$ cat src/hdl/rv_isa_pkg.sv
package rv_isa_pkg;

    // field widths of the base encoding
    localparam int XLEN       = 32;
    localparam int OPCODE_W   = 7;
    localparam int FUNCT3_W   = 3;
    localparam int FUNCT7_W   = 7;
    localparam int REG_ADDR_W = 5;

    typedef logic [XLEN-1:0]       word_t;
    typedef logic [REG_ADDR_W-1:0] reg_addr_t;

    // major opcodes, only the supported subset
    typedef enum logic [OPCODE_W-1:0] {
        LOAD   = 7'b0000011,
        STORE  = 7'b0100011,
        OP     = 7'b0110011,
        BRANCH = 7'b1100011,
        OP_IMM = 7'b0010011
    } opcode_t;

    localparam logic [FUNCT3_W-1:0] F3_ADD  = 3'b000;
    localparam logic [FUNCT3_W-1:0] F3_SLL  = 3'b001;
    localparam logic [FUNCT3_W-1:0] F3_SLT  = 3'b010;
    localparam logic [FUNCT3_W-1:0] F3_SLTU = 3'b011;
    localparam logic [FUNCT3_W-1:0] F3_XOR  = 3'b100;
    localparam logic [FUNCT3_W-1:0] F3_OR   = 3'b110;
    localparam logic [FUNCT3_W-1:0] F3_AND  = 3'b111;

    localparam logic [FUNCT7_W-1:0] FUNCT7_BASE = 7'b0000000;
    localparam logic [FUNCT7_W-1:0] FUNCT7_ALT  = 7'b0100000; // sub

endpackage

$ cat src/hdl/data_mem.sv
`timescale 1ns/1ns

module data_mem
    import rv_isa_pkg::*;
#(
    parameter int DMEM_DEPTH = 64
) (
    input  logic  clk,
    input  logic  we,
    input  word_t addr,
    input  word_t wdata,
    output word_t rdata
);
    localparam int AW = $clog2(DMEM_DEPTH);

    word_t           mem [DMEM_DEPTH];
    logic [AW-1:0]   idx;

    // word index, wraps modulo depth
    assign idx = addr[AW+1:2];

    always_ff @(posedge clk) begin
        if (we) begin
            mem[idx] <= wdata;
        end
    end

    assign rdata = mem[idx]; // same cycle as the load

endmodule

$ cat config.mk
export PLATFORM = sky130hd
export DESIGN_NAME = data_mem
export DESIGN_NICKNAME = d
export VERILOG_FILES = /design/src/hdl/rv_isa_pkg.sv /design/src/hdl/data_mem.sv
export SDC_FILE = /design/constraint.sdc
export NUM_CORES = 2
export LEC_CHECK = 0
export BUFFER_PORTS_ARGS = -buffer_cell sky130_fd_sc_hd__buf_4
export CAP_MARGIN = 15
export CORE_MARGIN = 5
export CORE_UTILIZATION = 40
export DETAILED_ROUTE_END_ITERATION = 12
export HOLD_SLACK_MARGIN = 0.03
export RECOVER_POWER = 100
export SLEW_MARGIN = 30
export SYNTH_ARGS = -nofsm -noshare
export SYNTH_HDL_FRONTEND = slang
export SYNTH_SLANG_ARGS = --single-unit
$ cat constraint.sdc
create_clock -name clk -period 5.8 [get_ports clk]
set_input_delay 1.16 -clock clk [delete_from_list [all_inputs] [get_ports clk]]
set_output_delay 1.16 -clock clk [all_outputs]
set_load 0.01 [all_outputs]
==> metrics.md <==
| Metric | Value |
|---|---|
| CP dominant cell by count | `clkbuf_1` |
| Commonest non-fill, non-tap cell in the layout | `edfxtp_1` |
| Largest register FFs | `2,048` |
| Max cap viols | `92` |
| Drt first-iter violations | `a little over 5,000` |
| Die area | `204,700 sq um` |
| TritonCTS clock tree | `done` |
| Main area contributors after synthesis | `edfxtp_1, mux2i_1, mux4_2` |
| Slowest CP cell | `nor2_1` |
| Fin cells | `7,234` |
| Share of layout cells above drive strength 1 | `0.1651` |
| RSZ-0062 raised after global routing | `no` |
| Synth Instances | `4,207` |
| Worst endpoint required time | `between 6 and 7 ns` |
| CTS H-Tree Depth | `4` |
| Number of hold buffers added after cts | `0` |
| Setup TNS | `0 ns` |
| Buffer levels on the longest clock path | `3` |
| Regs by FF count | `mem: 2048 flops` |
| Leading area contributor after synthesis | `edfxtp_1` |
| Final Cycle Share | `0.9699` |
| Relative slew margins | `-1.197` |
| Endpoints failing hold | `0` |
| Setup WS post-layout | `about 0.17 ns` |
| Die X | `452.4 um` |
| Ys async rst share | `0` |
| Syn nets | `4,273` |
| Core Util, Final | `0.4576` |
| Worst Hold Class | `in -> reg` |
| Grt ovf | `0` |
| Via density | `5.903` |
| Synth warnings | `0` |
| Global-route wire length before repair | `307.9 mm` |
| Finished Cell Area | `89,130 sq um` |
| Failing checks | `capacitance limit, slew limit` |
| Distinct cell type count after synthesis | `between 50 and 60` |
| Static Leak | `28.37 nW` |
| Vias in the first global route | `approximately 42,000` |
| CP arrival | `6.06 ns` |
| Crit Path Class | `in -> reg` |
| Final wirelength | `215.4 mm` |
| Main flop type after synthesis | `edfxtp_1` |
| Initial Util | `0.4019` |
| Drt wl/cell | `29.77 um` |
| Root Buffer | `clkbuf_16` |
| DRC Markers | `0` |
| Initial antenna violation count | `7` |
| CTS buffer count | `202` |
| PortBufs | `71` |
| CP peak stage delay | `approximately 1.5 ns` |
| Final nets | `4,506` |
| Global placer's final weighted congestion | `0.8328` |
| Antenna-violating nets left | `0` |
| Largest Register | `mem` |
| Clock Sinks | `2,048` |
| CP Launch Type | `input port` |
| Post-synthesis register bit count | `between 2,000 and 2,500` |
| Routed vias | `42,700` |
| Sequential fraction of the synthesis area | `0.7856` |
| Clock slew at reported path FFs | `0.06 ns` |
| Most frequent cells in the layout | `edfxtp_1, mux2i_1, clkbuf_16` |
| Setup crit end kind | `flop` |
| Largest fanout on the critical path | `30` |
| Maximum vdd drop | `about 0.00030 V` |
| Die H | `452.4 um` |
| Outcome | `finished, violations left` |
| Placement Cell Area | `83,990 sq um` |
| Post-layout min period | `roughly 5.6 ns` |
| Worst slew pin tran | `roughly 3.3 ns` |
| Fill count | `about 16,000` |
| Number of I/O pins | `98` |
| Crit-path cells | `buf_8 -> nor2_4 -> clkbuf_1 -> nand2_1 -> nor2_1 -> clkbuf_1` |
| Cell Pwr Density | `344.7 nW/um^2` |
| Inst Count DP | `6,860` |
| Std cell rows | `162` |
| Post-synth EDFFs | `2,048` |
| Synth top area share | `0.7856` |
| Final setup fails | `0` |
| Core Area | `194,800 sq um` |
| Pre-Repair DR Iteration Count | `5` |
| Global-route usage over all layers | `0.2065` |
| Total setup buffers inserted after CTS | `0` |
| FMAX | `roughly 180 MHz` |
| PostCTS Resize Cnt | `0` |
| DP Worst Slack | `0.1238 ns` |
| Max-slew violations | `approximately 3,300` |
| Avg Inst Size Synth | `~19 sq um` |
| Area growth syn-to-layout | `13.85%` |
| Pin count of the biggest net entering global routing | `74` |
| Post-Syn Area | `78,290 sq um` |
| Post-DP HPWL | `126.1 mm` |
## final timing paths
path     endpoint  cells after the start    start
max   mem[56][10]                      6  addr[2]
min   mem[23][31]                      3       we
## power breakdown
part           internal [W]  switching [W]  total [W]
clock network       0.00710        0.00550     0.0126
logic              0.000528        0.00115    0.00168
registers            0.0164      0.0000212     0.0164
## cell type report
cell class | count | area (sq um) | share of cell area
timing repair buffer | 327 | 2370 | 0.02659
clock inverter | 125 | 1064 | 0.01193
multi-input combinational | 1859 | 15640 | 0.1754
antenna | 6 | 15.01 | 0.0001684
sequential | 2048 | 61500 | 0.6900
clock buffer | 243 | 5251 | 0.05892
tap | 2624 | 3283 | 0.03683
inverter | 2 | 15.01 | 0.0001684
## critical path: cells and delay by family
family                 cells  cell delay (ns)
and+or+nand+nor            3             2.78
buffers and inverters      3             2.06
## per-layer routing
layer / vias to the layer above / part of all wire / GRT usage
li1: 18010 / - / -
met1: 22380 / 0.42 / 0.2931
met2: 1949 / 0.47 / 0.3262
met3: 361 / 0.081 / 0.03765
met4: 2 / 0.033 / 0.06428
met5: - / 0.000060 / 0
## stage by stage
| step | hold WS (ns) | total power, W |
|---|---|---|
| CTS | 0.8284 | 0.03092 |
| global route | 1.305 | 0.03163 |
| floorplan | 1.259 | 0.01754 |
| detailed placement | 1.729 | 0.01845 |
| global placement | 1.715 | 0.01842 |
| finish | 1.301 | 0.03072 |
## synth_stat cells, types with 17 or more instances
library cell / n
edfxtp_1: 2048
mux2i_1: 259
a22oi_1: 188
a221oi_1: 175
clkbuf_1: 168
mux2_2: 147
nor2_1: 145
a21oi_1: 121
mux4_2: 96
o22ai_1: 93
and3_1: 85
o21ai_0: 84
buf_2: 83
o22a_1: 70
a22o_1: 66
nand3_1: 54
a31oi_1: 43
buf_1: 33
nand2_1: 28
nor3_1: 22
nand2b_1: 18
a211oi_1: 17
## cell families (layout without fill, tap and decap cells)
kind of cell           after synthesis  in the layout  share of synthesized area
flip-flops                        2048           2048                     0.7856
AO/OA/AOI/OAI                      933            933                    0.08733
multiplexers                       502            502                    0.08188
AND/OR/NAND/NOR                    424            424                    0.02829
buffers and inverters              300            697                    0.01696
other                                0              6                          0
Note: power is estimated with default switching activity, not from simulation.
