File: src/hdl/rv_isa_pkg.sv
package rv_isa_pkg;

    // field widths of the base encoding
    localparam int XLEN       = 32;
    localparam int OPCODE_W   = 7;
    localparam int FUNCT3_W   = 3;
    localparam int FUNCT7_W   = 7;
    localparam int REG_ADDR_W = 5;

    typedef logic [XLEN-1:0]       word_t;
    typedef logic [REG_ADDR_W-1:0] reg_addr_t;

    // major opcodes, only the supported subset
    typedef enum logic [OPCODE_W-1:0] {
        LOAD   = 7'b0000011,
        STORE  = 7'b0100011,
        OP     = 7'b0110011,
        BRANCH = 7'b1100011,
        OP_IMM = 7'b0010011
    } opcode_t;

    localparam logic [FUNCT3_W-1:0] F3_ADD  = 3'b000;
    localparam logic [FUNCT3_W-1:0] F3_SLL  = 3'b001;
    localparam logic [FUNCT3_W-1:0] F3_SLT  = 3'b010;
    localparam logic [FUNCT3_W-1:0] F3_SLTU = 3'b011;
    localparam logic [FUNCT3_W-1:0] F3_XOR  = 3'b100;
    localparam logic [FUNCT3_W-1:0] F3_OR   = 3'b110;
    localparam logic [FUNCT3_W-1:0] F3_AND  = 3'b111;

    localparam logic [FUNCT7_W-1:0] FUNCT7_BASE = 7'b0000000;
    localparam logic [FUNCT7_W-1:0] FUNCT7_ALT  = 7'b0100000; // sub

endpackage

File: src/hdl/reg_file.sv
`timescale 1ns/1ns

module reg_file
    import rv_isa_pkg::*;
(
    input  logic      clk,
    input  logic      rst,
    input  reg_addr_t rs1,
    input  reg_addr_t rs2,
    input  reg_addr_t rd,
    input  logic      we,
    input  word_t     wdata,
    output word_t     rdata1,
    output word_t     rdata2
);
    localparam int NREGS = 2 ** REG_ADDR_W;

    word_t regs [NREGS];

    always_ff @(posedge clk) begin
        if (rst) begin
            for (int i = 0; i < NREGS; i++) begin
                regs[i] <= '0;
            end
        end else if (we && rd != '0) begin
            regs[rd] <= wdata; // x0 never written
        end
    end

    // x0 reads zero even before the first reset
    assign rdata1 = (rs1 == '0) ? '0 : regs[rs1];
    assign rdata2 = (rs2 == '0) ? '0 : regs[rs2];

endmodule

File: config.mk
export PLATFORM = sky130hd
export DESIGN_NAME = reg_file
export DESIGN_NICKNAME = d
export VERILOG_FILES = /design/src/hdl/rv_isa_pkg.sv /design/src/hdl/reg_file.sv
export SDC_FILE = /design/constraint.sdc
export NUM_CORES = 2
export LEC_CHECK = 0
export ABC_CLOCK_PERIOD_IN_PS = 6100
export BUFFER_PORTS_ARGS = -buffer_cell sky130_fd_sc_hd__buf_2
export CORE_MARGIN = 5
export CORE_UTILIZATION = 60
export CTS_CLUSTER_DIAMETER = 30
export DETAILED_ROUTE_END_ITERATION = 6
export GPL_TIMING_DRIVEN = 0
export HOLD_SLACK_MARGIN = 0.05
export PLACE_DENSITY = 0.78
export RECOVER_POWER = 100
export SLEW_MARGIN = 40
export SYNTH_ARGS = -nofsm -noshare
export SYNTH_HDL_FRONTEND = slang
export SYNTH_SLANG_ARGS = --single-unit
File: constraint.sdc
create_clock -name clk -period 6.1 [get_ports clk]
set_input_delay 0.305 -clock clk [delete_from_list [all_inputs] [get_ports clk]]
set_output_delay 0.305 -clock clk [all_outputs]
set_load 0.05 [all_outputs]
==> key figures <==
STA
  – Rel. slew slack: -187%
  – Final Hold Vio Count: 0
  – Minimum clock period: 5630 ps
  – TNS Setup: 0 ps
  – Slew @ Worst Pin: about 4300 ps
  – Final worst path period share: between 90 and 100%
  – Max Clock Freq: approximately 0.18 GHz
  – Final setup viols: 0
  – Worst setup margin: 468 ps
  – RSZ-0062 raised after global routing: no
  – Fin. max-slew vios: 1095

Yosys
  – Syn avg cell area: about 15 sq um
  – Register area share after synthesis: 56.7%
  – Yosys warning count: 0
  – Cell taking the most area after synthesis: edfxtp_1
  – Post-synth EDFFs: just over 1000
  – Top cell type's share of synthesized area: ~57%
  – Commonest cells post-synth: 1024 x edfxtp_1, 995 x and2_1, 472 x mux4_2
  – Async set-or-reset flop fraction in the synthesized netlist: 0%
  – Synth Cell Area: approximately 54000 sq um
  – Post-Synthesis Cells: 3502
  – Post-synth cell types: 42
  – Synth Register Bits: approximately 1000
  – Largest cells by area after synthesis: edfxtp_1 57%, mux4_2 20%, and2_1 11%
  – Post-synth top flop: edfxtp_1
  – Top-count cell post-synth: edfxtp_1

Floorplanning
  – Std cell rows: 110
  – Die height: slightly above 300 um
  – Core area: between 80000 and 90000 sq um
  – Die area: slightly below 100000 sq um
  – Die width: about 310 um
  – Top Ports: about 110
  – Initial core utilization: 60.4%

Global route
  – Initial antenna violation count: 10
  – Tot GR Track Use: between 40% and 50%
  – Gr ovfl total: 0
  – First-pass GRT wire length: 286000 um
  – Largest net degree at the start of global routing: 33
  – Vias in the first global route: between 30000 and 40000

Critical path
  – Required @ worst endpoint: just under 6000 ps
  – Crit path launch type: input port
  – Kind of end point of the critical path: primary output
  – Critical path peak fanout: 10
  – Crit path kind: in -> out
  – Crit path DAT: roughly 5300 ps

Detailed routing
  – Drt pass-1 iters: 7
  – Via count: 39100
  – Routed Antenna Nets: 0
  – Via density per instance: 7.47
  – Initial drt markers: 7921
  – DRC: 8
  – Per-cell routed wire length: roughly 40 um
  – Post-Route WL: approximately 210000 um

Pwr
  – Max VDD drop: between 0.3 and 0.4 mV
  – Leakage dissipation: between 20 and 25 nW
  – Power density cells: between 300 and 400 nW/um^2

Cells and area
  – P&R area growth vs syn: 17.7%
  – Share of layout cells above drive strength 1: a little over a quarter
  – Biggest register: regs
  – Max reg flops: 1024
  – Largest registers: regs x1024
  – FILL cells: roughly 5600
  – NumNets Final: between 3000 and 4000
  – Non-Filler Instances: between 5000 and 6000
  – Fin util: between 70% and 80%

Placement
  – Place WS: between 1500 and 2000 ps
  – Placed cell count: around 4800
  – Routability Congestion: approximately 1.0
  – Post-DP HPWL: approximately 140000 um
  – Port bufs: between 100 and 150

Clock tree
  – Htree depth: 4
  – Setup Fix Bufs, Post-CTS: 0
  – Clk sink count: 1024
  – Reg clk slew, reported paths: 60 ps
  – Clk buf depth: 3
  – TritonCTS clock tree: built
  – Clock Tree Root: clkbuf_16
  – CTS Buf Count: between 200 and 250

Hold path
  – Worst hold path class: in -> reg

Status
  – Status: finished with violations
  – Failing checks: DRC, capacitance limit, slew limit

Flow run
  – Max-Cap Viols: 38
-- area by class of cell --
type                    count  area [sq um]  share of cell area [%]
repair buffers            140           822                    1.29
well taps                1176          1470                    2.30
clock inverters           145          1710                    2.67
clock buffers             231          5290                    8.29
inverters                   2          7.51                  0.0118
flip-flops and latches   1024         30700                    48.2
diodes                     12          30.0                  0.0470
multi-input cells        2120         21900                    34.3
plain buffers             387          1870                    2.92
-- worst max-delay path, cell delays in order --
cell and delay [ps]:
buf_2 270, clkbuf_1 690, buf_4 470, nand3b_1 820
clkbuf_1 860, o22ai_1 360, a2111oi_1 120, nor3_1 830
clkbuf_1 560
-- layout by cell type (no fill, tap or decap), types with 14 or more instances in the layout --
| master | instances |
|---|---|
| a22o_1 | 51 |
| mux2i_1 | 150 |
| nor3_1 | 52 |
| nor2b_1 | 14 |
| and2_0 | 591 |
| and2_1 | 404 |
| or2_0 | 30 |
| conb_1 | 32 |
| buf_2 | 119 |
| buf_4 | 36 |
| edfxtp_1 | 1024 |
| bufinv_16 | 30 |
| clkinv_4 | 20 |
| a2111oi_1 | 22 |
| clkbuf_16 | 208 |
| clkbuf_1 | 283 |
| mux2_2 | 30 |
| clkbuf_2 | 55 |
| dlygate4sd3_1 | 32 |
| clkinv_1 | 26 |
| a2111oi_0 | 20 |
| mux4_2 | 472 |
| buf_6 | 21 |
| clkinv_2 | 23 |
| clkinvlp_4 | 22 |
| nor2_1 | 34 |
| a22oi_1 | 16 |
| o22ai_1 | 103 |
| inv_6 | 16 |
-- per-stage QoR --
| stage | total power, W | area [sq um] | hold WS (ps) |
|---|---|---|---|
| global placement | 0.0107 | 56400 | 640 |
| CTS | 0.0220 | 63900 | 79.2 |
| finish | 0.0223 | 63900 | 329 |
| global route | 0.0226 | 63800 | 339 |
| floorplan | 0.00986 | 54400 | 503 |
| detailed placement | 0.0108 | 56600 | 669 |
-- routing by layer --
metal / vias to the layer above / part of all wire, % / GRT usage (%)
met5: - / 0.28 / 2.57
met4: 14 / 9.8 / 30.3
met3: 1151 / 18 / 20.2
met2: 4428 / 41 / 59.4
met1: 19100 / 31 / 51.9
li1: 14400 / - / -
-- path summary, 6_finish.rpt --
| kind | startpoint | slack, ps | cells after the start | to |
|---|---|---|---|---|
| worst min-delay path | rst | 330 | 2 | regs[0][6] |
| worst max-delay path | rs2[2] | 470 | 9 | rdata2[31] |
-- where the power goes --
| group | switching, W | internal, W |
|---|---|---|
| registers | 0.000221 | 0.00819 |
| clock network | 0.00392 | 0.00750 |
| logic | 0.00162 | 0.000850 |
| total | 0.00577 | 0.0165 |
-- cells by family after synthesis --
kind of cell,after synthesis,synth area share (%)
other,1,0.00691
multiplexers,652,23.0
flip-flops,1024,56.7
AND/OR/NAND/NOR,1177,13.3
buffers and inverters,389,3.35
AO/OA/AOI/OAI,259,3.65
-- timing repair --
item                                   in CTS  in global routing
hold buffers                               32                  0
setup endpoints to repair                   0                  0
resized for setup                           0                  0
endpoints found under the hold margin      32                  0
(Power assumes the default switching activity.)
