<file path="src/hdl/rv_isa_pkg.sv">
package rv_isa_pkg;

    // field widths of the base encoding
    localparam int XLEN       = 32;
    localparam int OPCODE_W   = 7;
    localparam int FUNCT3_W   = 3;
    localparam int FUNCT7_W   = 7;
    localparam int REG_ADDR_W = 5;

    typedef logic [XLEN-1:0]       word_t;
    typedef logic [REG_ADDR_W-1:0] reg_addr_t;

    // major opcodes, only the supported subset
    typedef enum logic [OPCODE_W-1:0] {
        LOAD   = 7'b0000011,
        STORE  = 7'b0100011,
        OP     = 7'b0110011,
        BRANCH = 7'b1100011,
        OP_IMM = 7'b0010011
    } opcode_t;

    localparam logic [FUNCT3_W-1:0] F3_ADD  = 3'b000;
    localparam logic [FUNCT3_W-1:0] F3_SLL  = 3'b001;
    localparam logic [FUNCT3_W-1:0] F3_SLT  = 3'b010;
    localparam logic [FUNCT3_W-1:0] F3_SLTU = 3'b011;
    localparam logic [FUNCT3_W-1:0] F3_XOR  = 3'b100;
    localparam logic [FUNCT3_W-1:0] F3_OR   = 3'b110;
    localparam logic [FUNCT3_W-1:0] F3_AND  = 3'b111;

    localparam logic [FUNCT7_W-1:0] FUNCT7_BASE = 7'b0000000;
    localparam logic [FUNCT7_W-1:0] FUNCT7_ALT  = 7'b0100000; // sub

endpackage

</file>
<file path="src/hdl/instr_mem.sv">
`timescale 1ns/1ns

module instr_mem
    import rv_isa_pkg::*;
#(
    parameter int IMEM_DEPTH = 64
) (
    input  logic  clk,
    input  logic  we,
    input  word_t waddr,
    input  word_t wdata,
    input  word_t addr,
    output word_t instr
);
    localparam int AW = $clog2(IMEM_DEPTH);

    word_t mem [IMEM_DEPTH];

    // loaded through the program port only
    always_ff @(posedge clk) begin
        if (we) begin
            mem[waddr[AW+1:2]] <= wdata;
        end
    end

    // byte address in, high bits dropped so fetch wraps
    assign instr = mem[addr[AW+1:2]];

endmodule

</file>
<file path="config.mk">
export PLATFORM = sky130hd
export DESIGN_NAME = instr_mem
export DESIGN_NICKNAME = d
export VERILOG_FILES = /design/src/hdl/rv_isa_pkg.sv /design/src/hdl/instr_mem.sv
export SDC_FILE = /design/constraint.sdc
export NUM_CORES = 2
export LEC_CHECK = 0
export BUFFER_PORTS_ARGS = -buffer_cell sky130_fd_sc_hd__buf_2
export CAP_MARGIN = 20
export CORE_MARGIN = 5
export CORE_UTILIZATION = 62
export DETAILED_ROUTE_END_ITERATION = 7
export PLACE_DENSITY_LB_ADDON = 0.25
export SYNTH_ARGS = -nofsm -noshare
export SYNTH_HDL_FRONTEND = slang
export SYNTH_SLANG_ARGS = --single-unit
</file>
<file path="constraint.sdc">
create_clock -name clk -period 3.9 [get_ports clk]
set_clock_uncertainty 0.2 [all_clocks]
set_input_delay 0 -clock clk [delete_from_list [all_inputs] [get_ports clk]]
set_output_delay 0 -clock clk [all_outputs]
set_load 0.01 [all_outputs]
</file>
==> results.py <==
metrics = {
    "setup_path": {
        "path_max_fanout": 1,
        "worstPathRequired_ns": 3.70,
        "path_class": "reg2out",
        "worstPathArrival_ns": 3.20,
        "end_kind": "output pin",
        "start_kind": "flop",
    },
    "sta": {
        "tightestPinTransition_ns": 1.15,
        "setup_ws_ns": 0.495,
        "fin_crit_sh": 0.873,
        "hold_viol": 0,
        "rsz0062_at_grt": "no",
        "slew_violations": 0,
        "finalCriticalPeriod_ns": 3.40,
        "whs_ns": 0.0171,
        "timing.fmax_ghz": 0.294,
        "relSlewSlack": 0.231,
        "timing.setup.tns_ns": 0,
        "final-setup-viol-count": 0,
    },
    "hold_path": {
        "min_to": "mem[26][21]$_DFFE_PP_",
        "min_path_cells": 2,
        "hold_start": "wdata[21]",
        "hold_class": "in2reg",
    },
    "die": {
        "rows": 130,
        "ioPinCount": 130,
        "core_area_um2": 125000,
        "die_height_um": 364,
        "start_util": 0.622,
        "die_w_um": 364,
        "dieArea_um2": 133000,
    },
    "detailed_routing": {
        "ant_nets": 0,
        "drt_iter0_markers": 6008,
        "dr.pass1.iters": 6,
        "wire_per_inst_um": 35.7,
        "via_per_inst": 6.99,
        "drc": 0,
        "wirelength_mm": 193,
        "vias": 37900,
    },
    "clock_tree": {
        "cts_tree": "built",
        "htree_levels": 4,
        "cts_resized": 0,
        "clockRootBuffer": "clkbuf_16",
        "cts.clk_slew.worst_paths_ns": 0.06,
        "clock_sinks": 2048,
        "cts-buffers-inserted": 192,
        "cts_buffer_depth": 3,
    },
    "cells_and_area": {
        "seq_area_um2": 61500,
        "synthToLayoutAreaGrowth_pct": 13.5,
        "nets": 3704,
        "largest_register_ffs": 2048,
        "nFillCells": 7060,
        "multi_input_area_um2": 16000,
        "drive_above_1_share": 0.299,
        "fin_util": 0.706,
        "fin_area_um2": 88400,
    },
    "global_route": {
        "grt_max_degree": 65,
        "overflow": 0,
        "grt_pass1_wl_mm": 276,
        "antenna_found_initial": 13,
        "grt_util_all_layers": 0.297,
        "grt_pass1_vias": 38700,
    },
    "yosys": {
        "ys_types": 33,
        "yosys_warnings": 0,
        "netlist_area_um2": 77900,
        "yosysSeqAreaShare": 0.790,
        "avgSynthCellArea_um2": 23.7,
        "synth-seq-cells": 2048,
        "syn_inst": 3292,
        "syn-num-nets": 3390,
    },
    "power": {
        "cellPowerDensity_nw_per_um2": 506,
        "leakagePower_nw": 27.6,
        "ir_worst_vdd_v": 0.000480,
    },
    "placed_design": {
        "place.port_buffers": 77,
        "gp_congestion": 0.821,
        "place_area_um2": 81400,
        "dp_hpwl_mm": 104,
        "dp_slack_ns": 0.932,
    },
    "run": {
        "max-cap-violations": 0,
    },
    "status": {
        "status": "completed",
    },
}
stage by stage:
stage          cells  total power [mW]
2_1_floorplan   3292              26.1
3_3_place_gp    4986              27.0
3_5_place_dp    4986              27.1
4_1_cts         5375              44.8
5_1_grt         5412              46.0
6_report        5420              44.7
per-layer routing:
metal | global-route usage | wire length [um] | up-vias
li1 | - | - | 14800
met1 | 0.420 | 69900 | 20100
met2 | 0.471 | 93900 | 2643
met5 | 0 | 44 | -
met4 | 0.0997 | 6330 | 8
met3 | 0.0688 | 23100 | 366
layout make-up:
class                      count  area share
timing repair buffer         302      0.0323
clock buffer                 236      0.0577
sequential                  2048       0.696
multi-input combinational   1062       0.181
antenna                       10    0.000283
clock inverter               112     0.00988
tap                         1650      0.0234
worst max-delay path: stages (launching register included):
cell	delay [ns]
edfxtp_1	0.43
mux4_2	0.48
mux4_2	0.55
o22ai_1	0.50
nor2_1	0.24
buf_2	0.20
cells in the final DEF, fill, tap and decap left out, types with 2 or more instances in the layout:
cell           synthesis  layout
or3b_2                 3       3
and2_1                 2       2
or3b_1                 2       2
nor2b_1               15      15
clkinv_2               0      37
nand4_1                2       2
mux2i_1               93      93
buf_8                  0       3
a41o_1                 4       4
nand3b_1               5       5
nor3_1                 7       5
o22ai_1               84      84
clkbuf_16              0     198
dlygate4sd3_1          0      50
clkinvlp_4             0       6
or3_1                  3       3
clkinv_1               0      49
nand2_1               26      26
or2_1                  1       2
edfxtp_1            2048    2048
nand2b_1               8       8
diode_2                0      10
inv_6                  0       5
o32ai_1                4       4
nor2_4                 0      62
a21oi_1               62      62
buf_2                 57      73
nor3_2                 0       2
nor2_1               137      75
bufinv_16              0      13
nand3_1                5       5
a311oi_1               8       8
o221ai_1              27      27
mux4_2               544     544
a22oi_1               12      12
buf_12                 0      50
clkbuf_1              74      38
buf_4                 25     126
and3_1                 4       4
synthesized netlist by cell type (all sizes together):
| cell | instances | area share |
|---|---|---|
| a21oi | 62 | 0.0040 |
| a22oi | 12 | 0.0012 |
| a311oi | 8 | 0.00090 |
| a31oi | 1 | 0.000080 |
| a41o | 4 | 0.00051 |
| and2 | 2 | 0.00016 |
| and3 | 4 | 0.00032 |
| buf | 108 | 0.0078 |
| clkbuf | 74 | 0.0036 |
| edfxtp | 2048 | 0.79 |
| mux2i | 93 | 0.012 |
| mux4 | 544 | 0.16 |
| nand2 | 26 | 0.0013 |
| nand2b | 8 | 0.00064 |
| nand3 | 5 | 0.00032 |
| nand3b | 5 | 0.00048 |
| nand4 | 2 | 0.00016 |
| nand4b | 1 | 0.00011 |
| nor2 | 137 | 0.0066 |
| nor2b | 15 | 0.0012 |
| nor3 | 7 | 0.00045 |
| o221ai | 27 | 0.0030 |
| o22ai | 84 | 0.0067 |
| o32ai | 4 | 0.00045 |
| or2 | 3 | 0.00024 |
| or3 | 3 | 0.00024 |
| or3b | 5 | 0.00056 |
power by group:
part | total (mW) | switching (mW) | internal, mW
Clock | 17.9 | 7.81 | 10.1
Combinational | 2.38 | 1.47 | 0.916
Sequential | 24.4 | 0.0383 | 24.4
worst max path at each step:
| stage | cells past startpoint | start | endpoint | slack, ns |
|---|---|---|---|---|
| 2_1_floorplan | 4 | waddr[5] | mem[48][0]$_DFFE_PP_ | 0.54 |
| 3_3_place_gp | 8 | addr[3] | instr[18] | 0.97 |
| 3_5_place_dp | 9 | addr[2] | instr[11] | 0.93 |
| 4_1_cts | 5 | mem[26][18]$_DFFE_PP_ | instr[18] | 0.52 |
| 5_1_grt | 5 | mem[31][11]$_DFFE_PP_ | instr[11] | 0.50 |
| 6_report | 5 | mem[16][9]$_DFFE_PP_ | instr[9] | 0.50 |
cell families (layout without fill, tap and decap cells):
| group | count (synthesis) | after routing | synth area share |
|---|---|---|---|
| DFF | 2048 | 2048 | 0.790 |
| and+or+nand+nor | 223 | 223 | 0.0128 |
| muxes | 637 | 637 | 0.169 |
| buffers and inverters | 182 | 650 | 0.0114 |
| AOI/OAI and AO/OA | 202 | 202 | 0.0169 |
| other | 0 | 10 | 0 |
timing repair:
action,in CTS,in global routing
buffers inserted,0,0
endpoints found under the hold margin,2294,108
hold buffers,41,9
(Power assumes the default switching activity.)
