File: src/hdl/rv_isa_pkg.sv
package rv_isa_pkg;

    // field widths of the base encoding
    localparam int XLEN       = 32;
    localparam int OPCODE_W   = 7;
    localparam int FUNCT3_W   = 3;
    localparam int FUNCT7_W   = 7;
    localparam int REG_ADDR_W = 5;

    typedef logic [XLEN-1:0]       word_t;
    typedef logic [REG_ADDR_W-1:0] reg_addr_t;

    // major opcodes, only the supported subset
    typedef enum logic [OPCODE_W-1:0] {
        LOAD   = 7'b0000011,
        STORE  = 7'b0100011,
        OP     = 7'b0110011,
        BRANCH = 7'b1100011,
        OP_IMM = 7'b0010011
    } opcode_t;

    localparam logic [FUNCT3_W-1:0] F3_ADD  = 3'b000;
    localparam logic [FUNCT3_W-1:0] F3_SLL  = 3'b001;
    localparam logic [FUNCT3_W-1:0] F3_SLT  = 3'b010;
    localparam logic [FUNCT3_W-1:0] F3_SLTU = 3'b011;
    localparam logic [FUNCT3_W-1:0] F3_XOR  = 3'b100;
    localparam logic [FUNCT3_W-1:0] F3_OR   = 3'b110;
    localparam logic [FUNCT3_W-1:0] F3_AND  = 3'b111;

    localparam logic [FUNCT7_W-1:0] FUNCT7_BASE = 7'b0000000;
    localparam logic [FUNCT7_W-1:0] FUNCT7_ALT  = 7'b0100000; // sub

endpackage

File: src/hdl/rv_ctrl_pkg.sv
package rv_ctrl_pkg;

    // operation code seen by the ALU
    typedef enum logic [3:0] {
        ALU_ADD  = 4'd0,
        ALU_SUB  = 4'd1,
        ALU_AND  = 4'd2,
        ALU_OR   = 4'd3,
        ALU_SLT  = 4'd4,
        ALU_XOR  = 4'd5,
        ALU_SLTU = 4'd6,
        ALU_SLL  = 4'd7
    } alu_ctrl_t;

    // immediate format picked by the decoder
    typedef enum logic [1:0] {
        IMM_I = 2'd0,
        IMM_S = 2'd1,
        IMM_B = 2'd2
    } imm_sel_t;

    // class handed from main decoder to the ALU decoder
    typedef enum logic [1:0] {
        ALUOP_ADD   = 2'd0,
        ALUOP_SUB   = 2'd1,
        ALUOP_FUNCT = 2'd2
    } alu_op_t;

endpackage

File: src/hdl/controller.sv
`timescale 1ns/1ns

module controller
    import rv_isa_pkg::*, rv_ctrl_pkg::*;
(
    input  opcode_t               opcode,
    input  logic [FUNCT3_W-1:0]   funct3,
    input  logic [FUNCT7_W-1:0]   funct7,
    input  logic                  alu_zero,
    output logic                  alu_src,
    output logic                  result_src,
    output logic                  pc_src,
    output logic                  memwrite,
    output logic                  regwrite,
    output alu_ctrl_t             alu_control,
    output imm_sel_t              imm_sel
);
    alu_op_t alu_op;
    logic    branch;

    // main decoder
    always_comb begin
        alu_src    = 1'b0;
        result_src = 1'b0;
        memwrite   = 1'b0;
        regwrite   = 1'b0;
        branch     = 1'b0;
        imm_sel    = IMM_I;
        alu_op     = ALUOP_ADD;
        case (opcode)
            LOAD: begin
                regwrite   = 1'b1;
                alu_src    = 1'b1;
                result_src = 1'b1; // write back from memory
            end
            STORE: begin
                imm_sel  = IMM_S;
                alu_src  = 1'b1;
                memwrite = 1'b1;
            end
            OP: begin
                regwrite = 1'b1;
                alu_op   = ALUOP_FUNCT;
            end
            BRANCH: begin
                // compare by subtraction, funct3 not looked at
                imm_sel = IMM_B;
                alu_op  = ALUOP_SUB;
                branch  = 1'b1;
            end
            OP_IMM: begin
                regwrite = 1'b1;
                alu_src  = 1'b1;
                alu_op   = ALUOP_FUNCT;
            end
            default: begin
                // unknown opcode behaves as a bubble
            end
        endcase
    end

    assign pc_src = branch & alu_zero;

    // ALU decoder, order matters
    // funct7 is checked for I-type too, so an immediate of 0x400-ish picks sub
    always_comb begin
        if (alu_op == ALUOP_ADD) begin
            alu_control = ALU_ADD;
        end else if (alu_op == ALUOP_SUB) begin
            alu_control = ALU_SUB;
        end else if (funct3 == F3_ADD && funct7 == FUNCT7_ALT) begin
            alu_control = ALU_SUB;
        end else if (funct3 == F3_ADD && funct7 == FUNCT7_BASE) begin
            alu_control = ALU_ADD;
        end else begin
            case (funct3)
                F3_SLT:  alu_control = ALU_SLT;
                F3_OR:   alu_control = ALU_OR;
                F3_AND:  alu_control = ALU_AND;
                F3_XOR:  alu_control = ALU_XOR;
                F3_SLTU: alu_control = ALU_SLTU;
                F3_SLL:  alu_control = ALU_SLL;
                default: alu_control = ALU_ADD; // 101 and odd funct7 land here
            endcase
        end
    end

endmodule

File: config.mk
export PLATFORM = sky130hd
export DESIGN_NAME = controller
export DESIGN_NICKNAME = d
export VERILOG_FILES = /design/src/hdl/rv_isa_pkg.sv /design/src/hdl/rv_ctrl_pkg.sv /design/src/hdl/controller.sv
export SDC_FILE = /design/constraint.sdc
export NUM_CORES = 1
export LEC_CHECK = 0
export ABC_AREA = 1
export BUFFER_PORTS_ARGS = -buffer_cell sky130_fd_sc_hd__clkbuf_2
export CORE_AREA = 2 2 39 41
export DETAILED_ROUTE_END_ITERATION = 8
export DIE_AREA = 0 0 41 43
export PLACE_DENSITY = 0.51
export SYNTH_ARGS = -nofsm -noshare
export SYNTH_HDL_FRONTEND = slang
export SYNTH_SLANG_ARGS = --single-unit
File: constraint.sdc
create_clock -name vclk -period 0.8
set_clock_uncertainty 0.05 [all_clocks]
set_input_delay 0.08 -clock vclk [all_inputs]
set_output_delay 0.08 -clock vclk [all_outputs]
set_load 0.05 [all_outputs]
==> results of run 1 <==
## cell type report
cell class,count,area [um2]
fillers,144,698
well taps,16,20.0
inverters,9,50.0
multi-input cells,33,260
repair buffers,36,355
## through the flow
stage / hold slack, ns / power (mW) / setup slack, ns / util [%] / cells
final: 0.452 / 0.203 / -0.290 / 49.5 / 94
after global routing: 0.479 / 0.223 / -0.356 / 49.5 / 94
after CTS: 0.477 / 0.192 / -0.306 / 46.3 / 94
after detailed placement: 0.530 / 0.178 / -0.371 / 37.3 / 93
after global placement: 0.525 / 0.176 / -0.363 / 37.3 / 93
after floorplan: 0.173 / 0.0872 / -0.297 / - / 43
## routing by layer
layer  vias to the layer above  part of all wire, %
li1                        199                    -
met1                       162                   38
met2                        10                   56
met3                         0                  5.2
met4                         0                    0
met5                         -                    0
## cells by family (layout without fill, tap and decap cells)
logic type,Yosys count,after routing,share of synthesized area [%]
simple gates,28,28,69.9
buf+inv,10,45,19.1
compound gates,4,4,9.25
other cells,1,1,1.73
## repair_timing
item,in CTS,in global routing
gates resized for setup,24,16
pin swaps,1,2
buffers inserted,1,0
setup endpoints to repair,10,10
## power breakdown
part	switching [mW]	internal [mW]	total, mW
combinational	0.109	0.0936	0.203
clock	0	0	0
sequential	0	0	0
## path summary, 6_finish.rpt
kind	from	to	cells after the start
setup / recovery	opcode[3]	alu_control[2]	8
hold / removal	alu_zero	pc_src	4
## tightest hold or removal path: cells and delay by family
kind,cells,cell delay [ns]
AND/OR/NAND/NOR,1,0.05
buffers and inverters,3,0.30
## layout by cell type, fill, tap and decap left out
cell type    n
clkbuf_2    15
buf_8        7
nor2_4       6
buf_6        6
nand2_1      5
buf_4        5
inv_1        4
nor2_1       4
inv_2        3
nand2_2      3
nand3_1      2
nor3_4       2
a21oi_4      2
a21oi_1      2
clkbuf_16    2
nand3_2      1
nand2_4      1
and2_0       1
nor3b_1      1
nor3_2       1
clkinvlp_4   1
clkinv_8     1
nor2_2       1
conb_1       1
buf_12       1
==> results_dict.tcl, run 1 <==
set metrics [dict create \
    status "finished with violations" \
    violations "setup timing" \
    crit_chain "buf_6 -> nor2_4 -> nand2_4 -> nor2_4 -> nand2_2 -> buf_6 -> nor3_4 -> buf_12" \
    cp_slowest_cell "buf_12" \
    synth_area_leaders "nor2_1 (14%), nand2_1 (12%), inv_1 (10%), a21oi_1 (9.2%), nor3_2 (9.2%)" \
    design.seq.count 0 \
    cp_data_required_time_ns 0.67 \
    gp_congestion 0.632 \
    yosysTopAreaCellShare_pct 13.9 \
    max_stage_delay_ns 0.16 \
    port_buffers 28 \
    yosysMostFrequentCell "nor2_1" \
    synth_cells 43 \
    area_growth_syn_to_layout_pct 217 \
    yosysSeqAreaShare_pct 0 \
    drt_wl_total_um 724 \
    timing.critical_path.buf_inv 3 \
    maxSlewViolCount 0 \
    holdBufCountCts 0 \
    synthTopCellsByCount "nor2_1 (8), nand2_1 (7), inv_1 (6)" \
    crit_path_max_fanout 3 \
    end_kind "output pin" \
    drt-initial-drc-count 1 \
    crit_arrival_ns 0.96 \
    start_util_pct 15.6 \
    grt_usage_pct 9.50 \
    setup_viol 10 \
    final_nets 98 \
    synth_nets 61 \
    dr.pass1.iters 2 \
    rsz0062_at_grt "true" \
    drc 0 \
    core_region_area_um2 1380 \
    powerDensity_nw_per_um2 296 \
    use_met2_pct 17.8 \
    grt_max_degree 6 \
    antenna_found_initial 0 \
    top_usage_layer "met2" \
    grt_pass1_vias 366 \
    grt_first_pass_wirelength_um 1280 \
    die_h_um 43 \
    via_per_inst 3.95 \
    vias 371 \
    p_leak_nw 0.325 \
    die_area_um2 1760 \
    place_hpwl_um 635 \
    grtUsageMet3_pct 0 \
    fin_crit_ns 1.09 \
    placed_area_um2 515 \
    hold_class "primary input to output pin" \
    gr-total-overflow 0 \
    io_pins 29 \
    yosysWarnings 0 \
    path_class "primary input to output pin" \
    grtUsageMet1_pct 12.1 \
    diodes 0 \
    worst_slack_ns -0.290 \
    fmax_ghz 0.917 \
    hold_violations 0 \
    rows 14 \
    register_area_um2 0 \
    cap_violations 0 \
    synth_area_um2 216 \
    ir_drop_v 0.000114 \
    synthDistinctLibCells 16 \
    timing.final.crit_share_pct 136 \
    routedWlPerCell_um 7.70 \
    clkbuf_count 0 \
    design_area_um2 686 \
    die_w_um 41 \
    crit_family "simple AND/OR/NAND/NOR gates" \
    synth_area_per_cell_um2 5.03 \
    drive_gt1_share_pct 74.4 \
    ant_nets 0 \
    startpoint_type "primary input" \
    finalSetupTns_ns -2.03 \
    synth_top_area_cell "nor2_1" \
]
No activity file was read; power rests on OpenSTA's default activity.
==> run 2, diff against run 1 <==
CORE_AREA = 8 8 45 47   (was 2 2 39 41)
DIE_AREA = 0 0 53 55   (was 0 0 41 43)
TNS_END_PERCENT = 50   (was not set)
==> results_dict.tcl, run 2 (same netlist as run 1, synthesis figures left out) <==
set metrics [dict create \
    maxSlewViolCount 0 \
    clkbuf_count 0 \
    grt_usage_pct 6.17 \
    design_area_um2 669 \
    finalNonFillerCells 93 \
    p_leak_nw 0.318 \
    pwr-share-seq_pct 0 \
    hold_class "primary input to output pin" \
    finish.utilization_pct 48.4 \
    hold_violations 0 \
    place_hpwl_um 892 \
    worstHoldPathCells 4 \
    cap_violations 0 \
    antenna_found_initial 0 \
    diodes 0 \
    final_nets 97 \
    vias 372 \
    routedWlPerCell_um 9.97 \
    power.switching_mw 0.111 \
    area_growth_syn_to_layout_pct 209 \
    register_area_um2 0 \
    final_cell_mix "clkbuf_2 (17), buf_12 (10), buf_4 (7), inv_2 (5), nor2_4 (5)" \
    placed_area_um2 641 \
    drt-initial-drc-count 1 \
    dp_cells 93 \
    finalSetupTns_ns -1.84 \
    fmax_ghz 0.968 \
    die_w_um 53 \
    start_util_pct 15.6 \
    crit_arrival_ns 0.90 \
    hold_path.startpoint "alu_zero" \
    grt_max_degree 6 \
    startpoint_type "primary input" \
    setup_viol 10 \
    drive_gt1_share_pct 76.6 \
    ir_drop_v 0.000158 \
    ant_nets 0 \
    p_sw_share_pct 55.1 \
    violations "setup timing" \
    io_pins 29 \
    post-cts-setup-buffers 0 \
    rsz0062_at_grt "true" \
    crit_path_max_fanout 5 \
    via_per_inst 4.00 \
    drt_wl_total_um 927 \
    core_region_area_um2 1380 \
    p_int_mw 0.0906 \
    holdBufCountCts 0 \
    worst_slack_ns -0.233 \
    powerDensity_nw_per_um2 301 \
    die_h_um 55 \
    status "finished with violations" \
    combPwrFrac_pct 100.0 \
    rows 14 \
    timing.final.crit_share_pct 129 \
    fin_crit_ns 1.03 \
    grt_pass1_vias 403 \
    fillers 141 \
    path_class "primary input to output pin" \
    design.seq.count 0 \
    dr.pass1.iters 2 \
    gr-total-overflow 0 \
    die_area_um2 2920 \
    crit_start "opcode[3]" \
    clockPowerShare_pct 0 \
    gp_congestion 0.638 \
    cp_data_required_time_ns 0.67 \
    grt_first_pass_wirelength_um 1480 \
    drc 0 \
    final_common_cell "clkbuf_2" \
    port_buffers 28 \
    end_kind "output pin" \
    dp_slack_ns -0.295 \
]
-- run 2: changes by cell type in the layout (fill, tap and decap cells not counted), moves of 2 or more --
| cell | previous run | this run |
|---|---|---|
| buf_12 | 1 | 10 |
| buf_4 | 5 | 7 |
| buf_6 | 6 | 1 |
| buf_8 | 7 | 0 |
| clkbuf_16 | 2 | 0 |
| clkbuf_2 | 15 | 17 |
| inv_2 | 3 | 5 |
-- run 2: final cells by class --
class | count | area [um2] | share of cell area (%)
inverter | 9 | 37.5 | 5.61
multi-input combinational | 33 | 263 | 39.3
tap | 16 | 20.0 | 2.99
timing repair buffer | 35 | 349 | 52.1
-- run 2: final timing paths --
path | end | slack [ns]
hold / removal | pc_src | 0.45
setup / recovery | result_src | -0.23
-- run 2: what timing repair did --
| action | 4_1_cts | 5_1_grt |
|---|---|---|
| gates resized for setup | 5 | 3 |
| cloned | 0 | 0 |
| setup endpoints to repair | 10 | 10 |
| hold endpoints to repair | 0 | 0 |
| pin swaps | 1 | 0 |
-- run 2: critical path: stages --
cell and delay, ns:
buf_6 0.10, nor2_4 0.11, nand2_4 0.07, nor2_4 0.12
inv_2 0.11, nor3_4 0.16, buf_12 0.16
-- run 2: metrics by stage --
stage | hold slack [ns] | power [mW]
after floorplan | 0.173 | 0.0845
after global placement | 0.451 | 0.187
after detailed placement | 0.452 | 0.192
after CTS | 0.452 | 0.200
after global routing | 0.471 | 0.218
final | 0.449 | 0.202
-- run 2: power by group through the flow --
stage	Combinational, mW	Clock, mW	Sequential (mW)
after floorplan	0.0845	0	0
after global placement	0.187	0	0
after detailed placement	0.192	0	0
after CTS	0.200	0	0
after global routing	0.218	0	0
final	0.202	0	0
-- run 2: per-layer routing --
metal,up-vias,wire length (um),track usage (%)
li1,196,-,-
met4,0,0,0
met5,-,0,0
met1,156,308,5.91
met3,0,117,2.14
met2,20,501,12.9
