===== config.mk =====
export PLATFORM = sky130hd
export DESIGN_NAME = alu
export DESIGN_NICKNAME = d
export VERILOG_FILES = /design/src/hdl/rv_isa_pkg.sv /design/src/hdl/rv_ctrl_pkg.sv /design/src/hdl/alu.sv
export SDC_FILE = /design/constraint.sdc
export NUM_CORES = 1
export LEC_CHECK = 0
export BUFFER_PORTS_ARGS = -buffer_cell sky130_fd_sc_hd__clkbuf_2
export CAP_MARGIN = 20
export CORE_UTILIZATION = 50
export DETAILED_ROUTE_END_ITERATION = 10
export MAX_ROUTING_LAYER = met4
export PLACE_DENSITY = 0.73
export SETUP_SLACK_MARGIN = 0.02
export SYNTH_ARGS = -nofsm -noshare
export SYNTH_HDL_FRONTEND = slang
export SYNTH_SLANG_ARGS = --single-unit

===== constraint.sdc =====
create_clock -name vclk -period 14.3
set_input_delay 2.86 -clock vclk [all_inputs]
set_output_delay 2.86 -clock vclk [all_outputs]
set_load 0.1 [all_outputs]

===== src/hdl/rv_isa_pkg.sv =====
package rv_isa_pkg;

    // field widths of the base encoding
    localparam int XLEN       = 32;
    localparam int OPCODE_W   = 7;
    localparam int FUNCT3_W   = 3;
    localparam int FUNCT7_W   = 7;
    localparam int REG_ADDR_W = 5;

    typedef logic [XLEN-1:0]       word_t;
    typedef logic [REG_ADDR_W-1:0] reg_addr_t;

    // major opcodes, only the supported subset
    typedef enum logic [OPCODE_W-1:0] {
        LOAD   = 7'b0000011,
        STORE  = 7'b0100011,
        OP     = 7'b0110011,
        BRANCH = 7'b1100011,
        OP_IMM = 7'b0010011
    } opcode_t;

    localparam logic [FUNCT3_W-1:0] F3_ADD  = 3'b000;
    localparam logic [FUNCT3_W-1:0] F3_SLL  = 3'b001;
    localparam logic [FUNCT3_W-1:0] F3_SLT  = 3'b010;
    localparam logic [FUNCT3_W-1:0] F3_SLTU = 3'b011;
    localparam logic [FUNCT3_W-1:0] F3_XOR  = 3'b100;
    localparam logic [FUNCT3_W-1:0] F3_OR   = 3'b110;
    localparam logic [FUNCT3_W-1:0] F3_AND  = 3'b111;

    localparam logic [FUNCT7_W-1:0] FUNCT7_BASE = 7'b0000000;
    localparam logic [FUNCT7_W-1:0] FUNCT7_ALT  = 7'b0100000; // sub

endpackage


===== src/hdl/rv_ctrl_pkg.sv =====
package rv_ctrl_pkg;

    // operation code seen by the ALU
    typedef enum logic [3:0] {
        ALU_ADD  = 4'd0,
        ALU_SUB  = 4'd1,
        ALU_AND  = 4'd2,
        ALU_OR   = 4'd3,
        ALU_SLT  = 4'd4,
        ALU_XOR  = 4'd5,
        ALU_SLTU = 4'd6,
        ALU_SLL  = 4'd7
    } alu_ctrl_t;

    // immediate format picked by the decoder
    typedef enum logic [1:0] {
        IMM_I = 2'd0,
        IMM_S = 2'd1,
        IMM_B = 2'd2
    } imm_sel_t;

    // class handed from main decoder to the ALU decoder
    typedef enum logic [1:0] {
        ALUOP_ADD   = 2'd0,
        ALUOP_SUB   = 2'd1,
        ALUOP_FUNCT = 2'd2
    } alu_op_t;

endpackage


===== src/hdl/alu.sv =====
`timescale 1ns/1ns

module alu
    import rv_isa_pkg::*, rv_ctrl_pkg::*;
(
    input  word_t     a,
    input  word_t     b,
    input  alu_ctrl_t op,
    output word_t     result,
    output logic      zero
);
    logic lt_signed;
    logic lt_unsigned;

    assign lt_signed   = $signed(a) < $signed(b);
    assign lt_unsigned = a < b;

    always_comb begin
        case (op)
            ALU_ADD:  result = a + b;
            ALU_SUB:  result = a - b;
            ALU_AND:  result = a & b;
            ALU_OR:   result = a | b;
            ALU_XOR:  result = a ^ b;
            ALU_SLT:  result = {{(XLEN-1){1'b0}}, lt_signed};
            ALU_SLTU: result = {{(XLEN-1){1'b0}}, lt_unsigned};
            ALU_SLL:  result = a << b[4:0]; // shamt only
            default:  result = a + b;
        endcase
    end

    // used by the branch compare
    assign zero = (result == '0);

endmodule


==> results of run 1 <==
power breakdown:
part           switching [uW]    leakage, uW  internal, uW
registers                   0              0             0
clock network               0  0.00000000723     0.0000163
logic                     343        0.00354           129
total                     343        0.00354           129
per-stage QoR:
stage | worst slack, ns | cell area, sq um | hold slack, ns
4_1_cts | 3.40 | 7920 | 6.68
5_1_grt | 3.06 | 7930 | 6.74
6_report | 3.27 | 7930 | 6.68
3_5_place_dp | 3.42 | 7920 | 6.68
2_1_floorplan | 2.15 | 7380 | 6.43
3_3_place_gp | 3.39 | 7920 | 6.66
cell usage after synthesis (7+ instances only):
library cell	number
nor2b_1	15
o31ai_1	12
a221oi_1	13
mux4_2	28
o21ai_0	64
buf_2	11
or2_2	7
nor3_1	33
o21bai_1	10
a21o_1	13
a211o_1	8
o21a_1	12
a21oi_1	97
a211oi_1	27
o211ai_1	19
and2_1	9
ha_1	97
nor2_1	79
and3_1	13
mux2i_1	13
o31a_1	8
inv_1	96
a221o_1	9
or3_1	9
a22oi_1	8
nor4_1	13
clkbuf_1	49
o22ai_1	14
nand2b_1	10
a31oi_1	14
nand2_1	90
nand3_1	21
nand4_1	7
worst paths after layout:
kind	from	slack (ns)	endpoint
hold / removal	b[8]	6.68	result[8]
setup / recovery	b[2]	3.27	zero
area by class of cell:
cell class	instances	area, sq um	share of cell area [%]
inverters	100	375	4.73
repair buffers	116	623	7.86
multi-input cells	897	6700	84.5
diodes	1	2.50	0.0316
well taps	184	230	2.90
layer usage:
metal	track usage, %	wire length (um)
met3	7.89	4200
met5	-	0
met1	57.4	12800
met2	62.1	13500
met4	16.8	1550
kinds of logic (layout without fill, tap and decap cells):
family,after synthesis,after routing,share of synthesized area (%)
AO/OA/AOI/OAI,403,403,37.9
multiplexers,50,50,11.8
AND/OR/NAND/NOR,337,337,22.8
buffers and inverters,172,216,9.44
adder cells (fa/ha/maj),99,99,17.0
other,0,1,0
XOR/XNOR,8,8,0.949
==> impl_metrics.env, run 1 <==
export IMPL_outcome="complete, no violations"
export IMPL_hpwlAfterDp_um=24400
export IMPL_p_per_area_mw_per_mm2=59.4
export IMPL_seq_area_sq_um=0
export IMPL_critical_path_slowest_cell="or4b_1"
export IMPL_hold_viol=0
export IMPL_layout_nets=1282
export IMPL_fin_setup_tns_ns=0
export IMPL_placement_io_buffers=101
export IMPL_postRouteAntennaNets=0
export IMPL_drtIter0Drc=1380
export IMPL_p_leak_uw=0.00354
export IMPL_syn_avg_cell_area_sq_um=6.91
export IMPL_syn_inst=1069
export IMPL_core_area_sq_mm=0.0145
export IMPL_crit_type="input pin to output port"
export IMPL_overflow=0
export IMPL_drtPass1Iterations=6
export IMPL_dp_cells=1296
export IMPL_avgViaCountPerCell=7.18
export IMPL_syn_area_sq_mm=0.00738
export IMPL_design_power_total_uw=471
export IMPL_drv_slew=0
export IMPL_clkbuf_count=0
export IMPL_place_congestion=1.02
export IMPL_seq_area_frac_synth_pct=0
export IMPL_worst_path_largest_cell_delay_ns=0.61
export IMPL_drc=0
export IMPL_flops_and_latches=0
export IMPL_mostFrequentLayoutCells="clkbuf_2 (101), a21oi_1 (97), ha_1 (97), inv_1 (96), nand2_1 (90)"
export IMPL_worstSetupEndpointType="output port"
export IMPL_yosys_top_cells_area="ha_1 (16%), mux4_2 (8.5%), a21oi_1 (6.6%), inv_1 (4.9%), nand2_1 (4.6%)"
export IMPL_cts_repair_resize_count=0
export IMPL_hold_class="input pin to output port"
export IMPL_track_usage_pct=42.5
export IMPL_fin_crit_ns=11.03
export IMPL_grt_first_pass_wirelength_um=47700
export IMPL_cp_depth=15
export IMPL_die_w_um=124
export IMPL_grt_pass1_vias=8090
export IMPL_critPathLaunchType="input pin"
export IMPL_yosys_warnings=0
export IMPL_die_area_sq_mm=0.0153
export IMPL_syn_nets=1236
export IMPL_vias=9314
export IMPL_cap_violations=0
export IMPL_fin_util_pct=54.8
export IMPL_io_pins=101
export IMPL_cp_max_fo=32
export IMPL_slew_headroom_pct=34.3
export IMPL_tightestPinTransition_ns=0.972
export IMPL_worstPathCellList="clkbuf_2 > inv_2 > ha_1 > a21o_1 > a221oi_2 > o21ba_2 > a211oi_1 > o31a_1 > o32a_1 > or4_1 > or4b_1 > nor4_2 > nand4b_1 > nor4_2 > clkbuf_2"
export IMPL_vdd_drop_max_v=0.0000549
export IMPL_final_common_cell="clkbuf_2"
export IMPL_finalSetupViolCount=0
export IMPL_hold_path_depth=6
export IMPL_placementRows=44
export IMPL_drive_gt1_share_pct=16.5
export IMPL_post_route_period_util_pct=77.1
export IMPL_area_growth_pct=7.44
export IMPL_n_fill_cell=1456
export IMPL_rsz0062_at_grt="false"
export IMPL_crit_arrival_ns=8.17
export IMPL_synth_top_area_cell="ha_1"
export IMPL_hold_buffers=0
export IMPL_critPathBufInv=3
export IMPL_start_util_pct=51.0
export IMPL_cts_setup_buffers=0
export IMPL_cpLargestDelayFamily="simple AND/OR/NAND/NOR gates"
export IMPL_synth_top_area_share_pct=16.4
export IMPL_grt_max_degree=41
export IMPL_fmax_mhz=90.6
export IMPL_wl_per_cell_um=24.7
export IMPL_ys_types=88
export IMPL_routed_wl_um=32000
export IMPL_fp_dieH_um=124
export IMPL_final_cells=1298
export IMPL_cp_required_ns=11.44
export IMPL_antenna_found_initial=0
Power figures use the tool's default switching activity.
==> inputs of run 2 (changes only) <==
Settings changed: PLACE_DENSITY 0.73 to 0.76.
Clock period 14.3 ns to 10.1 ns, I/O delays scaled along.
==> impl_metrics.env, run 2 (same netlist as run 1, synthesis figures left out) <==
export IMPL_outcome="complete, no violations"
export IMPL_hold_class="input pin to output port"
export IMPL_worstSetupEndpointType="output port"
export IMPL_wl_per_cell_um=24.9
export IMPL_drive_gt1_share_pct=17.3
export IMPL_flops_and_latches=0
export IMPL_hold_path_depth=6
export IMPL_rsz0062_at_grt="false"
export IMPL_grt_max_degree=36
export IMPL_slew_headroom_pct=36.2
export IMPL_die_w_um=124
export IMPL_core_area_sq_mm=0.0145
export IMPL_cp_required_ns=8.08
export IMPL_cap_violations=0
export IMPL_mostFrequentLayoutCells="clkbuf_2 (101), a21oi_1 (97), ha_1 (97), inv_1 (96), nand2_1 (90)"
export IMPL_seq_area_sq_um=0
export IMPL_io_pins=101
export IMPL_critPathLaunchType="input pin"
export IMPL_fin_setup_tns_ns=0
export IMPL_post_route_period_util_pct=90.0
export IMPL_diodes=0
export IMPL_p_per_area_mw_per_mm2=84.3
export IMPL_cts_setup_buffers=0
export IMPL_crit_arrival_ns=7.07
export IMPL_p_leak_uw=0.00355
export IMPL_track_usage_pct=42.8
export IMPL_overflow=0
export IMPL_fin_crit_ns=9.09
export IMPL_multi_input_area_sq_mm=0.00672
export IMPL_hpwlAfterDp_um=25300
export IMPL_drtPass1Iterations=5
export IMPL_die_area_sq_mm=0.0153
export IMPL_grt_pass1_vias=8132
export IMPL_area_growth_pct=8.08
export IMPL_drv_slew=0
export IMPL_start_util_pct=51.0
export IMPL_drc=0
export IMPL_n_fill_cell=1472
export IMPL_antenna_found_initial=0
export IMPL_cts_repair_resize_count=0
export IMPL_final_cells=1302
export IMPL_final_area_sq_mm=0.00798
export IMPL_layout_nets=1287
export IMPL_tightestPinTransition_ns=0.944
export IMPL_postRouteAntennaNets=0
export IMPL_crit_type="input pin to output port"
export IMPL_routed_wl_um=32400
export IMPL_avgViaCountPerCell=7.22
export IMPL_vdd_drop_max_v=0.0000693
export IMPL_fp_dieH_um=124
export IMPL_grt_first_pass_wirelength_um=47800
export IMPL_finalSetupViolCount=0
export IMPL_placement_io_buffers=101
export IMPL_place_area_sq_mm=0.00798
export IMPL_place_congestion=1.06
export IMPL_clkbuf_count=0
export IMPL_dp_cells=1302
export IMPL_placementRows=44
export IMPL_drtIter0Drc=1312
export IMPL_vias=9400
export IMPL_hold_buffers=0
export IMPL_final_common_cell="clkbuf_2"
export IMPL_cp_max_fo=32
export IMPL_hold_viol=0
export IMPL_fmax_mhz=110
[run 2: cell types whose count changed in the layout (fill, tap and decap cells not counted), sizes merged]
cell / delta
buf: +6
dlymetal6s2s: -1
diode: -1
[run 2: routing by layer]
layer  track usage (%)  part of all wire, %  wire length (um)  vias up
met3              5.49                   13              4100      110
met5                 -                    0                 0        -
li1                  -                    -                 -     4146
met1              58.1                   40             13000     4394
met2              66.1                   43             13900      750
met4              12.1                  3.9              1270        0
[run 2: path summary, 6_finish.rpt]
| path | from | endpoint | slack [ns] |
|---|---|---|---|
| setup / recovery | b[2] | zero | 1.01 |
| hold / removal | b[4] | result[4] | 5.03 |
[run 2: worst max-delay path: stages]
cell and delay (ns):
clkbuf_2 0.49, inv_2 0.07, buf_4 0.26, ha_1 0.28, or2_1 0.27, o221ai_2 0.29
a21oi_1 0.11, nor4b_1 0.79, a21o_1 0.25, a21oi_1 0.08, o22a_1 0.23, or4b_1 0.62
nor4_2 0.36, nand4b_1 0.18, nor4_2 0.24, clkbuf_2 0.49
[run 2: layout make-up]
type                       count  share of cell area (%)
tap                          184                    2.89
timing repair buffer         121                    8.22
inverter                     100                    4.70
multi-input combinational    897                    84.2
[run 2: through the flow]
step / power (uW) / setup slack [ns] / utilization (%) / hold slack [ns]
6_report: 672 / 1.01 / 55.1 / 5.03
2_1_floorplan: 490 / 0.0550 / - / 4.53
5_1_grt: 703 / 0.871 / 55.1 / 5.04
4_1_cts: 652 / 1.12 / 55.1 / 5.00
3_5_place_dp: 649 / 1.14 / 55.1 / 5.00
3_3_place_gp: 650 / 1.22 / 55.1 / 4.99
[run 2: power by group]
group          switching (uW)  internal [uW]  total, uW
combinational             488            184        672
clock                       0              0          0
sequential                  0              0          0
total                     488            184        672
==> inputs of run 3 (changes only) <==
Settings changed: PLACE_DENSITY 0.76 to 0.74.
==> impl_metrics.env, run 3 (same netlist as run 1, synthesis figures left out) <==
export IMPL_p_seq_share_pct=0
export IMPL_finalSetupViolCount=0
export IMPL_drtIter0Drc=1568
export IMPL_outcome="complete, no violations"
export IMPL_clkbuf_count=0
export IMPL_hpwlAfterDp_um=25000
export IMPL_crit_arrival_ns=7.05
export IMPL_wl_met2_um=13400
export IMPL_vdd_drop_max_v=0.0000605
export IMPL_cp_max_fo=27
export IMPL_rsz0062_at_grt="false"
export IMPL_postRouteAntennaNets=0
export IMPL_p_sw_share_pct=72.6
export IMPL_track_usage_pct=43.2
export IMPL_cts_repair_resize_count=0
export IMPL_final_common_cell="clkbuf_2"
export IMPL_top_layer="met4"
export IMPL_place_congestion=1.04
export IMPL_grt_pass1_vias=8156
export IMPL_post_route_period_util_pct=89.8
export IMPL_drive_gt1_share_pct=17.2
export IMPL_hold_worst_slack_ns=5.00
export IMPL_area_growth_pct=7.98
export IMPL_start_util_pct=51.0
export IMPL_antenna_found_initial=0
export IMPL_grt_max_degree=32
export IMPL_layout_nets=1286
export IMPL_grt_first_pass_wirelength_um=48800
export IMPL_placement_io_buffers=101
export IMPL_drtPass1Iterations=6
export IMPL_hold_class="input pin to output port"
export IMPL_switching_power_uw=487
export IMPL_flops_and_latches=0
export IMPL_worstSetupEndpointType="output port"
export IMPL_critPathLaunchType="input pin"
export IMPL_fin_util_pct=55.1
export IMPL_dp_cells=1301
export IMPL_p_per_area_mw_per_mm2=84.2
export IMPL_final_cells=1301
export IMPL_hold_viol=0
export IMPL_p_leak_uw=0.00355
export IMPL_diodes=0
export IMPL_drv_slew=0
export IMPL_overflow=0
export IMPL_cp_required_ns=8.08
export IMPL_drc=0
export IMPL_vias=9323
export IMPL_timing_critical_path_from="b[3]"
export IMPL_seq_area_sq_um=0
export IMPL_p_comb_share_pct=100.0
export IMPL_cts_setup_buffers=0
export IMPL_hold_buffers=0
export IMPL_io_pins=101
export IMPL_placementRows=44
export IMPL_fmax_mhz=110
export IMPL_slew_headroom_pct=30.3
export IMPL_core_area_sq_mm=0.0145
export IMPL_wl_per_cell_um=24.8
export IMPL_fin_crit_ns=9.07
export IMPL_crit_type="input pin to output port"
export IMPL_routed_wl_um=32200
export IMPL_tightestPinTransition_ns=1.03
export IMPL_fp_dieH_um=124
export IMPL_mostFrequentLayoutCells="clkbuf_2 (101), a21oi_1 (97), ha_1 (97), inv_1 (96), nand2_1 (90)"
export IMPL_design_power_total_uw=671
export IMPL_power_frac_clock_pct=0
export IMPL_endpoint="zero"
export IMPL_wl_met1_um=12800
export IMPL_die_w_um=124
export IMPL_p_int_uw=184
export IMPL_die_area_sq_mm=0.0153
export IMPL_fin_setup_tns_ns=0
export IMPL_avgViaCountPerCell=7.17
export IMPL_route_met3_wl_um=4330
export IMPL_cap_violations=0
-- run 3: worst min-delay path by stage --
stage,start,endpoint,slack [ns],depth (start not counted)
after floorplan,b[4],result[4],4.53,3
after global placement,b[4],result[4],5.00,6
after detailed placement,b[4],result[4],4.99,6
after CTS,b[4],result[4],4.99,6
after global routing,b[4],result[4],5.02,6
final,b[4],result[4],5.00,6
-- run 3: area by class of cell --
class / count / area, sq um
Multi-Input combinational cell: 897 / 6720
Fill cell: 1483 / 6510
Timing Repair Buffer: 120 / 648
Inverter: 100 / 375
Tap cell: 184 / 230
-- run 3: worst max-delay path: stages --
cell and delay (ns):
clkbuf_2 0.38, inv_2 0.07, buf_4 0.25, ha_1 0.28
or2_1 0.24, o221ai_2 0.33, a21oi_1 0.13, nor4b_1 0.86
a21o_1 0.27, a21oi_1 0.08, o22a_1 0.24, or4b_1 0.64
nor4_2 0.32, nand4b_1 0.15, nor4_2 0.25, clkbuf_2 0.50
-- run 3: through the flow --
step	instance area, sq um	setup WS [ns]
after global placement	7970	1.25
after CTS	7970	1.20
after detailed placement	7970	1.23
final	7970	1.03
after floorplan	7400	0.0550
after global routing	7970	0.943
-- run 3: routing by layer --
layer / track usage [%] / vias up
met3: 8.16 / 141
li1: - / 4138
met5: - / -
met4: 16.8 / 0
met1: 57.9 / 4238
met2: 63.7 / 806
-- run 3: power by group through the flow --
stage               Combinational, uW  Clock, uW  Sequential, uW
floorplan                         490          0               0
global placement                  648          0               0
detailed placement                647          0               0
CTS                               649          0               0
global route                      702          0               0
finish                            671          0               0
